==> config.mk <==
export PLATFORM = sky130hd
export DESIGN_NAME = fpu_pipeline
export DESIGN_NICKNAME = d
export VERILOG_FILES = /design/src/design/fpu_pkg.sv /design/src/design/fpu_decoder.sv /design/src/design/float_regfile.sv /design/src/design/fp_addsub.sv /design/src/design/fp_mult.sv /design/src/design/fp_convert.sv /design/src/design/fpu_pipeline.sv
export SDC_FILE = /design/constraint.sdc
export NUM_CORES = 2
export LEC_CHECK = 0
export BUFFER_PORTS_ARGS = -buffer_cell sky130_fd_sc_hd__buf_2
export CORE_MARGIN = 1
export CORE_UTILIZATION = 43
export DETAILED_ROUTE_END_ITERATION = 7
export PLACE_DENSITY = 0.65
export SLEW_MARGIN = 30
export SYNTH_ARGS = -nofsm -noshare
export SYNTH_HDL_FRONTEND = slang
export SYNTH_SLANG_ARGS = --single-unit
==> constraint.sdc <==
create_clock -name clk -period 18.5 [get_ports clk]
set_input_delay 0.925 -clock clk [delete_from_list [all_inputs] [get_ports clk]]
set_output_delay 0.925 -clock clk [all_outputs]
set_load 0.02 [all_outputs]
==> src/design/fpu_pkg.sv <==
`default_nettype none

package fpu_pkg;

    typedef struct packed {
        logic        sign;
        logic [7:0]  exp;
        logic [22:0] frac;
    } fp32_t;

    typedef enum logic [3:0] {
        OP_NONE    = 4'd0,
        OP_LOAD    = 4'd1,
        OP_STORE   = 4'd2,
        OP_ADD     = 4'd3,
        OP_SUB     = 4'd4,
        OP_MUL     = 4'd5,
        OP_CVT_W_S = 4'd6,
        OP_CVT_S_W = 4'd7,
        OP_MV_X_W  = 4'd8,
        OP_MV_W_X  = 4'd9
    } fpu_op_e;

    typedef struct packed {
        fpu_op_e    op;
        logic [4:0] rd;
        logic       we;
    } fpu_uop_t;

    // Chain stages, counted in cycles after issue.
    localparam int FPU_WB_STAGE   = 5;
    localparam int FPU_LOAD_STAGE = 2;
    localparam int FPU_INT_STAGE  = 2;
    localparam int FPU_ADD_STAGE  = 3;
    localparam int FPU_MUL_STAGE  = 4;

    localparam int FPU_NUM_REGS = 32;
    localparam int FP_BIAS      = 127;

    localparam logic [7:0]  FP_EXP_MAX = 8'hff;
    localparam logic [31:0] INT32_MAX  = 32'h7fff_ffff;
    localparam logic [31:0] INT32_MIN  = 32'h8000_0000;

    localparam logic [6:0] OPC_LOAD_FP  = 7'b0000111;
    localparam logic [6:0] OPC_STORE_FP = 7'b0100111;
    localparam logic [6:0] OPC_OP_FP    = 7'b1010011;

    localparam logic [2:0] F3_WORD = 3'b010;
    localparam logic [2:0] F3_FMV  = 3'b000;
    localparam logic [1:0] FMT_S   = 2'b00;

    localparam logic [4:0] F5_FADD     = 5'b00000;
    localparam logic [4:0] F5_FSUB     = 5'b00001;
    localparam logic [4:0] F5_FMUL     = 5'b00010;
    localparam logic [4:0] F5_FCVT_W_S = 5'b11000;
    localparam logic [4:0] F5_FCVT_S_W = 5'b11010;
    localparam logic [4:0] F5_FMV_X_W  = 5'b11100;
    localparam logic [4:0] F5_FMV_W_X  = 5'b11110;

    // Leading zeros of a word, 32 when the word is zero.
    function automatic logic [5:0] lzc32(input logic [31:0] v);
        logic [5:0] n;
        logic       found;
        n = 6'd32;
        found = 1'b0;
        for (int i = 31; i >= 0; i--) begin
            if (v[i] && !found) begin
                n = 6'(31 - i);
                found = 1'b1;
            end
        end
        return n;
    endfunction

endpackage

`default_nettype wire

==> src/design/fpu_decoder.sv <==
`timescale 1ns/1ns
`default_nettype none

module fpu_decoder (
    input  wire [31:0]         inst,
    input  wire                inst_valid,
    output fpu_pkg::fpu_uop_t  uop,
    output logic               illegal
);
    import fpu_pkg::*;

    logic [6:0] opcode;
    logic [2:0] funct3;
    logic [4:0] funct5;
    logic [1:0] fmt;
    logic [4:0] rs2;
    fpu_op_e    op;

    assign opcode = inst[6:0];
    assign funct3 = inst[14:12];
    assign funct5 = inst[31:27];
    assign fmt    = inst[26:25];
    assign rs2    = inst[24:20];

    // The rm field is ignored since only truncation is supported.
    always_comb begin
        op = OP_NONE;
        case (opcode)
            OPC_LOAD_FP: begin
                if (funct3 == F3_WORD)
                    op = OP_LOAD;
            end
            OPC_STORE_FP: begin
                if (funct3 == F3_WORD)
                    op = OP_STORE;
            end
            OPC_OP_FP: begin
                if (fmt == FMT_S) begin
                    case (funct5)
                        F5_FADD: op = OP_ADD;
                        F5_FSUB: op = OP_SUB;
                        F5_FMUL: op = OP_MUL;
                        F5_FCVT_W_S: begin
                            if (rs2 == 5'd0)
                                op = OP_CVT_W_S;
                        end
                        F5_FCVT_S_W: begin
                            if (rs2 == 5'd0)
                                op = OP_CVT_S_W;
                        end
                        F5_FMV_X_W: begin
                            if (rs2 == 5'd0 && funct3 == F3_FMV)
                                op = OP_MV_X_W;
                        end
                        F5_FMV_W_X: begin
                            if (rs2 == 5'd0 && funct3 == F3_FMV)
                                op = OP_MV_W_X;
                        end
                        default: op = OP_NONE;
                    endcase
                end
            end
            default: op = OP_NONE;
        endcase
    end

    // Stores and integer-bound results leave the float file alone.
    always_comb begin
        uop.op = inst_valid ? op : OP_NONE;
        uop.rd = inst[11:7];
        uop.we = inst_valid &&
                 (op inside {OP_LOAD, OP_ADD, OP_SUB, OP_MUL, OP_CVT_S_W, OP_MV_W_X});
    end

    assign illegal = inst_valid && (op == OP_NONE);

endmodule

`default_nettype wire

==> src/design/float_regfile.sv <==
`timescale 1ns/1ns
`default_nettype none

module float_regfile (
    input  wire                  clk,
    input  wire                  rst_n,
    input  wire [4:0]            rs1,
    input  wire [4:0]            rs2,
    input  wire [4:0]            rd,
    input  wire fpu_pkg::fp32_t  wdata,
    input  wire                  we,
    output fpu_pkg::fp32_t       rdata1,
    output fpu_pkg::fp32_t       rdata2
);
    import fpu_pkg::*;

    fp32_t regs [FPU_NUM_REGS];

    always_ff @(posedge clk or negedge rst_n) begin
        if (!rst_n) begin
            for (int i = 0; i < FPU_NUM_REGS; i++) begin
                regs[i] <= '0;
            end
        end else if (we) begin
            regs[rd] <= wdata;
        end
    end

    // No bypass. A write shows on the read ports one cycle later.
    assign rdata1 = regs[rs1];
    assign rdata2 = regs[rs2];

endmodule

`default_nettype wire

==> src/design/fp_addsub.sv <==
`timescale 1ns/1ns
`default_nettype none

module fp_addsub (
    input  wire                  clk,
    input  wire                  rst_n,
    input  wire fpu_pkg::fp32_t  a,
    input  wire fpu_pkg::fp32_t  b,
    input  wire                  sub,
    output fpu_pkg::fp32_t       sum
);
    import fpu_pkg::*;

    fp32_t       af;
    fp32_t       bf;
    fp32_t       op_big;
    fp32_t       op_small;
    logic [7:0]  shift;
    logic        a_inf;
    logic        b_inf;

    logic        s1_sign;
    logic [7:0]  s1_exp;
    logic [23:0] s1_big;
    logic [23:0] s1_small;
    logic        s1_eff_sub;
    logic        s1_inf;
    logic        s1_inf_sign;

    logic [24:0]       mag;
    logic [5:0]        lz;
    logic [23:0]       norm;
    logic signed [9:0] exp_n;
    fp32_t             res;

    // Stage 1. Order by magnitude and align.
    always_comb begin
        af = a;
        bf = b;
        bf.sign = b.sign ^ sub;
        if (a.exp == '0)
            af.frac = '0;
        if (b.exp == '0)
            bf.frac = '0;
        a_inf = (a.exp == FP_EXP_MAX);
        b_inf = (b.exp == FP_EXP_MAX);
        if (af[30:0] >= bf[30:0]) begin
            op_big = af;
            op_small = bf;
        end else begin
            op_big = bf;
            op_small = af;
        end
        shift = op_big.exp - op_small.exp;
    end

    always_ff @(posedge clk or negedge rst_n) begin
        if (!rst_n) begin
            s1_eff_sub <= 1'b0;
            s1_inf <= 1'b0;
        end else begin
            s1_eff_sub <= op_big.sign ^ op_small.sign;
            s1_inf <= a_inf || b_inf;
        end
    end

    // Bits shifted past the LSB are simply lost.
    always_ff @(posedge clk) begin
        s1_sign <= op_big.sign;
        s1_exp <= op_big.exp;
        s1_big <= {op_big.exp != '0, op_big.frac};
        s1_small <= {op_small.exp != '0, op_small.frac} >> shift;
        s1_inf_sign <= a_inf ? af.sign : bf.sign;
    end

    // Stage 2. Add, normalize, apply range rules.
    always_comb begin
        if (s1_eff_sub)
            mag = {1'b0, s1_big} - {1'b0, s1_small};
        else
            mag = {1'b0, s1_big} + {1'b0, s1_small};
        lz = lzc32({mag[23:0], 8'h00});
        if (mag[24]) begin
            norm = mag[24:1];
            exp_n = 10'(s1_exp) + 10'sd1;
        end else begin
            norm = mag[23:0] << lz;
            exp_n = 10'(s1_exp) - 10'(lz);
        end
        res = {s1_sign, exp_n[7:0], norm[22:0]};
        if (s1_inf)
            res = {s1_inf_sign, FP_EXP_MAX, 23'd0};
        else if (mag == '0)
            res = '0;
        else if (exp_n >= 10'sd255)
            res = {s1_sign, FP_EXP_MAX, 23'd0};
        else if (exp_n <= 10'sd0)
            res = {s1_sign, 31'd0};
    end

    always_ff @(posedge clk) begin
        sum <= res;
    end

endmodule

`default_nettype wire

==> src/design/fp_mult.sv <==
`timescale 1ns/1ns
`default_nettype none

module fp_mult (
    input  wire                  clk,
    input  wire                  rst_n,
    input  wire fpu_pkg::fp32_t  a,
    input  wire fpu_pkg::fp32_t  b,
    output fpu_pkg::fp32_t       prod
);
    import fpu_pkg::*;

    logic              s1_sign;
    logic signed [9:0] s1_exp;
    logic [23:0]       s1_sa;
    logic [23:0]       s1_sb;
    logic              s1_zero;
    logic              s1_inf;

    logic              s2_sign;
    logic signed [9:0] s2_exp;
    logic [47:0]       s2_prod;
    logic              s2_zero;
    logic              s2_inf;

    logic [22:0]       mant;
    logic signed [9:0] exp_n;
    fp32_t             res;

    always_ff @(posedge clk or negedge rst_n) begin
        if (!rst_n) begin
            s1_zero <= 1'b0;
            s1_inf <= 1'b0;
            s2_zero <= 1'b0;
            s2_inf <= 1'b0;
        end else begin
            s1_zero <= (a.exp == '0) || (b.exp == '0);
            s1_inf <= (a.exp == FP_EXP_MAX) || (b.exp == FP_EXP_MAX);
            s2_zero <= s1_zero;
            s2_inf <= s1_inf;
        end
    end

    always_ff @(posedge clk) begin
        s1_sign <= a.sign ^ b.sign;
        s1_exp <= 10'(a.exp) + 10'(b.exp) - 10'(FP_BIAS);
        s1_sa <= {1'b1, a.frac};
        s1_sb <= {1'b1, b.frac};
        s2_sign <= s1_sign;
        s2_exp <= s1_exp;
        s2_prod <= s1_sa * s1_sb;
    end

    // Product lies in [1,4), so one shift at most.
    always_comb begin
        if (s2_prod[47]) begin
            mant = s2_prod[46:24];
            exp_n = s2_exp + 10'sd1;
        end else begin
            mant = s2_prod[45:23];
            exp_n = s2_exp;
        end
        res = {s2_sign, exp_n[7:0], mant};
        if (s2_inf)
            res = {s2_sign, FP_EXP_MAX, 23'd0};
        else if (s2_zero || exp_n <= 10'sd0)
            res = {s2_sign, 31'd0};
        else if (exp_n >= 10'sd255)
            res = {s2_sign, FP_EXP_MAX, 23'd0};
    end

    always_ff @(posedge clk) begin
        prod <= res;
    end

endmodule

`default_nettype wire

==> src/design/fp_convert.sv <==
`timescale 1ns/1ns
`default_nettype none

module fp_convert (
    input  wire                  clk,
    input  wire                  rst_n,
    input  wire fpu_pkg::fp32_t  fval,
    input  wire [31:0]           ival,
    output logic [31:0]          to_int,
    output fpu_pkg::fp32_t       to_float
);
    import fpu_pkg::*;

    logic signed [9:0] k;
    logic [31:0]       sig;
    logic [31:0]       mag_f;
    logic [31:0]       int_res;
    logic              neg;
    logic [31:0]       mag_i;
    logic [5:0]        lz;
    logic [31:0]       norm;
    fp32_t             flt_res;

    // Float to integer, truncated toward zero.
    always_comb begin
        k = 10'(fval.exp) - 10'(FP_BIAS);
        sig = {8'd0, 1'b1, fval.frac};
        if (k >= 10'sd23)
            mag_f = sig << 5'(k - 10'sd23);
        else
            mag_f = sig >> 5'(10'sd23 - k);
        if (fval.exp == FP_EXP_MAX || k >= 10'sd31)
            int_res = fval.sign ? INT32_MIN : INT32_MAX;
        else if (fval.exp == '0 || k < 10'sd0)
            int_res = '0;
        else
            int_res = fval.sign ? -mag_f : mag_f;
    end

    // Integer to float. Low bits past 24 are dropped.
    always_comb begin
        neg = ival[31];
        mag_i = neg ? -ival : ival;
        lz = lzc32(mag_i);
        norm = mag_i << lz;
        flt_res.sign = neg;
        flt_res.exp = 8'(FP_BIAS + 31) - 8'(lz);
        flt_res.frac = norm[30:8];
        if (ival == '0)
            flt_res = '0;
    end

    always_ff @(posedge clk or negedge rst_n) begin
        if (!rst_n) begin
            to_int <= '0;
            to_float <= '0;
        end else begin
            to_int <= int_res;
            to_float <= flt_res;
        end
    end

endmodule

`default_nettype wire

==> src/design/fpu_pipeline.sv <==
`timescale 1ns/1ns
`default_nettype none

module fpu_pipeline (
    input  wire                  clk,
    input  wire                  rst_n,
    input  wire                  inst_valid,
    input  wire [31:0]           inst,
    input  wire [31:0]           from_intreg,
    input  wire fpu_pkg::fp32_t  from_mem,
    output fpu_pkg::fp32_t       to_mem,
    output logic                 store_valid,
    output logic [31:0]          to_intreg,
    output logic                 int_valid,
    output logic                 illegal
);
    import fpu_pkg::*;

    fpu_uop_t    dec_uop;
    logic        dec_illegal;
    fp32_t       rdata1;
    fp32_t       rdata2;
    fp32_t       op_a;
    fp32_t       op_b;
    logic [31:0] fmv_bits;

    fpu_uop_t    uop_q [1:FPU_WB_STAGE];
    fp32_t       res_q [1:FPU_WB_STAGE];
    fp32_t       chain_in [1:FPU_WB_STAGE-1];

    fp32_t       addsub_out;
    fp32_t       mult_out;
    fp32_t       cvt_float;
    logic [31:0] cvt_int;

    fpu_decoder i_decoder (
        .inst       (inst),
        .inst_valid (inst_valid),
        .uop        (dec_uop),
        .illegal    (dec_illegal)
    );

    float_regfile i_regfile (
        .clk    (clk),
        .rst_n  (rst_n),
        .rs1    (inst[19:15]),
        .rs2    (inst[24:20]),
        .rd     (uop_q[FPU_WB_STAGE].rd),
        .wdata  (res_q[FPU_WB_STAGE]),
        .we     (uop_q[FPU_WB_STAGE].we),
        .rdata1 (rdata1),
        .rdata2 (rdata2)
    );

    fp_addsub i_addsub (
        .clk   (clk),
        .rst_n (rst_n),
        .a     (op_a),
        .b     (op_b),
        .sub   (uop_q[1].op == OP_SUB),
        .sum   (addsub_out)
    );

    fp_mult i_mult (
        .clk   (clk),
        .rst_n (rst_n),
        .a     (op_a),
        .b     (op_b),
        .prod  (mult_out)
    );

    // Stage 1 of the chain doubles as the integer operand.
    fp_convert i_convert (
        .clk      (clk),
        .rst_n    (rst_n),
        .fval     (op_a),
        .ival     (res_q[1]),
        .to_int   (cvt_int),
        .to_float (cvt_float)
    );

    always_comb begin
        for (int s = 1; s < FPU_WB_STAGE; s++) begin
            chain_in[s] = res_q[s];
        end
        if (uop_q[FPU_LOAD_STAGE].op == OP_LOAD)
            chain_in[FPU_LOAD_STAGE] = from_mem;
        if (uop_q[FPU_INT_STAGE].op == OP_CVT_S_W)
            chain_in[FPU_INT_STAGE] = cvt_float;
        if (uop_q[FPU_ADD_STAGE].op inside {OP_ADD, OP_SUB})
            chain_in[FPU_ADD_STAGE] = addsub_out;
        if (uop_q[FPU_MUL_STAGE].op == OP_MUL)
            chain_in[FPU_MUL_STAGE] = mult_out;
    end

    // Raw integer enters at stage 1, which is where FMV.W.X lands.
    always_ff @(posedge clk) begin
        op_a <= rdata1;
        op_b <= rdata2;
        fmv_bits <= op_a;
        res_q[1] <= from_intreg;
        for (int s = 2; s <= FPU_WB_STAGE; s++) begin
            res_q[s] <= chain_in[s-1];
        end
        if (dec_uop.op == OP_STORE)
            to_mem <= rdata2;
    end

    always_ff @(posedge clk or negedge rst_n) begin
        if (!rst_n) begin
            for (int s = 1; s <= FPU_WB_STAGE; s++) begin
                uop_q[s] <= '0;
            end
            store_valid <= 1'b0;
            illegal <= 1'b0;
        end else begin
            uop_q[1] <= dec_uop;
            for (int s = 2; s <= FPU_WB_STAGE; s++) begin
                uop_q[s] <= uop_q[s-1];
            end
            store_valid <= (dec_uop.op == OP_STORE);
            illegal <= dec_illegal;
        end
    end

    assign int_valid = uop_q[FPU_INT_STAGE].op inside {OP_CVT_W_S, OP_MV_X_W};
    assign to_intreg = (uop_q[FPU_INT_STAGE].op == OP_MV_X_W) ? fmv_bits : cvt_int;

endmodule

`default_nettype wire

==> run metrics <==
met2 Track Usage GR 41.4%; total clock sinks 1621; fraction of layout cells with a size suffix above 1 31.8%; worst vdd rail ir drop 104 uV; arrival time at the worst endpoint approximately 12 ns; Net count, final just over 9000; average wire per standard cell between 20 and 30 um; biggest fanout along the worst timing path 20; maximum level of the CTS H-tree 4; area of the placeable core 0.238 mm2; number of cells on the worst reg-to-reg path 33; synthesis-stage register bit count 1621; setup repair after global routing missed its margin no; clock latency on the worst-skew pair 0.84 ns; count leader, synth mux2_2; Post-Syn Instances approximately 8500; total grt overflow 0; mux contribution to synthesized area approximately 30%; multi-input logic area 0.0599 mm2; synthesized-area fraction occupied by adder cells 12.5%; die extent in y 491 um; Mapped Area 0.103 mm2; internal reg-to-reg setup slack 7.15 ns; Post-CTS Setup Bufs 0; share of the clock period used by the worst path between 60% and 70%; initial antenna violation count 17; highest-delay cell along the critical path a2111oi_0; max-cap check violation count 0; most frequent cell on the critical path nor2_1; pwr/cell area 74.1 mW/mm2; Synth Flop Type dfrtp_1; dominant combinational cell family by area after synthesis multiplexers; vias in the first global route 73401; ANT nets after route 0; number of failing hold endpoints at the final stage 0; total nets after synthesis 9314; Async SR Flop Fraction 70.4%; share of the yosys chip area belonging to registers between 30% and 40%; number of flops mapped to enable cells by yosys 32; simple-gate share of the synthesized area 8.02%; global-route usage over all layers a little over a quarter; met3 demand-to-capacity share in global routing 4.81%; vias post-DR 70471; sum of routed wire length over all layers approximately 320000 um; Min Clock Period, post-route ~11 ns; startpoint class of the critical path register; die footprint 0.241 mm2; ranking of synthesized cells by area dfrtp_1, mux4_2, mux2_2, fa_1, dfxtp_1; Clock Path Buffers 3; synthesized-area fraction occupied by ao, oa, aoi and oai cells 5.93%; half-perimeter wire length after detailed placement about 210000 um; post-route setup TNS 0 ns; met1 Track Usage GR between 30 and 40%; Resized Gates After CTS 0; clock slew at the register clock pins of the worst setup and hold paths 0.07 ns; worst clock skew 0.0686 ns; register cell area after layout 0.0385 mm2; data required time at the worst endpoint 19.23 ns; buffer type at the clock tree root clkbuf_16; violations in the final reports DRC; Yosys cell types 106; portion of synthesized cell area occupied by the leading cell type between 20% and 30%; run status finished with violations; global route hottest layer met2; critical path start-end classification reg2reg; die width 491 um; path class of the lowest-slack min-delay path in2async; xor-xnor portion of the synthesized cell area between 1 and 1.5%; number of fill cells 21066; Port-buffer cells 165; worst slack at placement 7.11 ns; Lkg Pwr roughly 0.050 uW; RR Startpoint i_addsub.s1_small[4]; PnR worst setup slack between 7 and 8 ns; first drt pass iteration count 7; Critical Path Max Stage Delay a little over 0.8 ns; synthesis-to-finish area growth 9.78%; Final Cell Area around 0.11 mm2; instance area at placement 0.107 mm2; worst relative slew slack 24.3%; TritonCTS clock tree built; drc violations 24; count of warnings emitted by yosys 0; weighted congestion at the end of routability-driven global placement 0.946; via-per-instance ratio around 6.0; global-route wire length before repair ~480000 um; worst r2r dst i_addsub.sum[16]; top cells by count, synth mux2_2, dfrtp_1, mux4_2, nand2_1, inv_1; pin count of the biggest net entering global routing 189; Avg Inst Size Synth 12.1 um2; measured slew at the worst slew-check pin 1.13 ns; number of failing setup endpoints in the final timing report 0; max-slew violations 0; cell row count 179; cell type with the highest aggregate area in the netlist dfrtp_1; quantity of hold-fixing buffers added after cts 0; Max Clk Rate 88.1 MHz; kind of end point of the critical path register; number of I/O pins roughly 170; number of buffers added by the clock tree synthesis step about 170; initial standard-cell utilization of the core 43.2%; number of DRC markers in iteration 0 ~6300
## power breakdown
| part | internal, uW | total (uW) | switching, uW |
|---|---|---|---|
| Combinational | 364 | 1120 | 754 |
| Clock | 2090 | 3600 | 1510 |
| Sequential | 3600 | 3660 | 60.1 |
## final cells by class
cell class	instances	share of cell area [%]
multi-input combinational	5600	53.0
clock inverter	70	0.752
tap	3167	3.51
antenna	15	0.0332
sequential	1621	34.1
timing repair buffer	322	1.97
inverter	619	2.06
clock buffer	254	4.53
## registers in the layout, indices dropped and copies added, names as in the netlist, 8 cells and up
signal	count
i_convert.to_float	32
fmv_bits	32
op_a	32
i_mult.prod	32
res_q	160
i_regfile.regs	1024
i_addsub.s1_exp	8
i_addsub.sum	32
i_mult.s1_sb	23
to_mem	32
i_mult.s2_exp	10
i_mult.s1_exp	10
op_b	32
uop_q	46
i_convert.to_int	32
i_mult.s2_prod	25
i_addsub.s1_big	24
i_addsub.s1_small	24
## worst max path at each step
| stage | startpoint | to | slack, ns | cells after the start |
|---|---|---|---|---|
| 2_1_floorplan | i_addsub.s1_small[4] | i_addsub.sum[16] | 9.51 | 36 |
| 3_3_place_gp | i_addsub.s1_small[4] | i_addsub.sum[16] | 7.18 | 34 |
| 3_5_place_dp | i_addsub.s1_small[4] | i_addsub.sum[16] | 7.11 | 33 |
| 4_1_cts | i_addsub.s1_small[4] | i_addsub.sum[16] | 7.11 | 33 |
| 5_1_grt | i_addsub.s1_small[4] | i_addsub.sum[16] | 6.29 | 35 |
| 6_report | i_addsub.s1_small[4] | i_addsub.sum[16] | 7.15 | 33 |
## cells in the final DEF (no fill, tap or decap), drive strengths merged, types with 48 or more instances in the layout
cell type | Yosys | final
nor2 | 380 | 380
ha | 254 | 254
nand3 | 91 | 91
clkinv | 2 | 48
nand2 | 625 | 625
nor3 | 83 | 83
fa | 484 | 484
o22ai | 56 | 56
xnor2 | 91 | 91
o21ai | 178 | 178
a21oi | 221 | 221
mux4 | 691 | 691
mux2 | 1228 | 1228
clkbuf | 475 | 254
dfxtp | 448 | 448
dfrtp | 1141 | 1141
buf | 162 | 322
inv | 617 | 624
and2 | 257 | 257
mux2i | 173 | 173
## per-layer routing
layer | routed length [um] | vias to the layer above
met2 | 147000 | 2828
met5 | 34 | -
met1 | 135000 | 36938
met3 | 23700 | 565
li1 | - | 30136
met4 | 12100 | 4
## stage by stage
step                utilization (%)  total power (uW)  hold slack [ns]  instances
floorplan                         -              4410            0.310       8477
global placement               44.9              4820            0.311      11325
detailed placement             44.9              4810            0.312      11326
CTS                            47.4              8420            0.115      11650
global route                   47.5              8650            0.149      11665
finish                         47.5              8370            0.118      11668
## logic make-up (layout without fill, tap and decap cells)
family,count (synthesis),after routing
multiplexers,2092,2092
other,0,15
flip-flops,1621,1621
XOR/XNOR,137,137
adder cells (fa/ha/maj),738,738
buffers and inverters,1256,1265
AO/OA/AOI/OAI,914,914
AND/OR/NAND/NOR,1719,1719
## critical path, delay by kind of cell (launching register included)
family                     cells  cell delay [ns]
xor gates and xnor gates       1             0.17
muxes                          1             0.50
DFF                            1             0.33
adders and majority gates      3             1.13
and+or+nand+nor               13             4.37
AOI/OAI and AO/OA             11             3.75
buffers and inverters          4             0.95
Note: power is estimated with default switching activity, not from simulation.
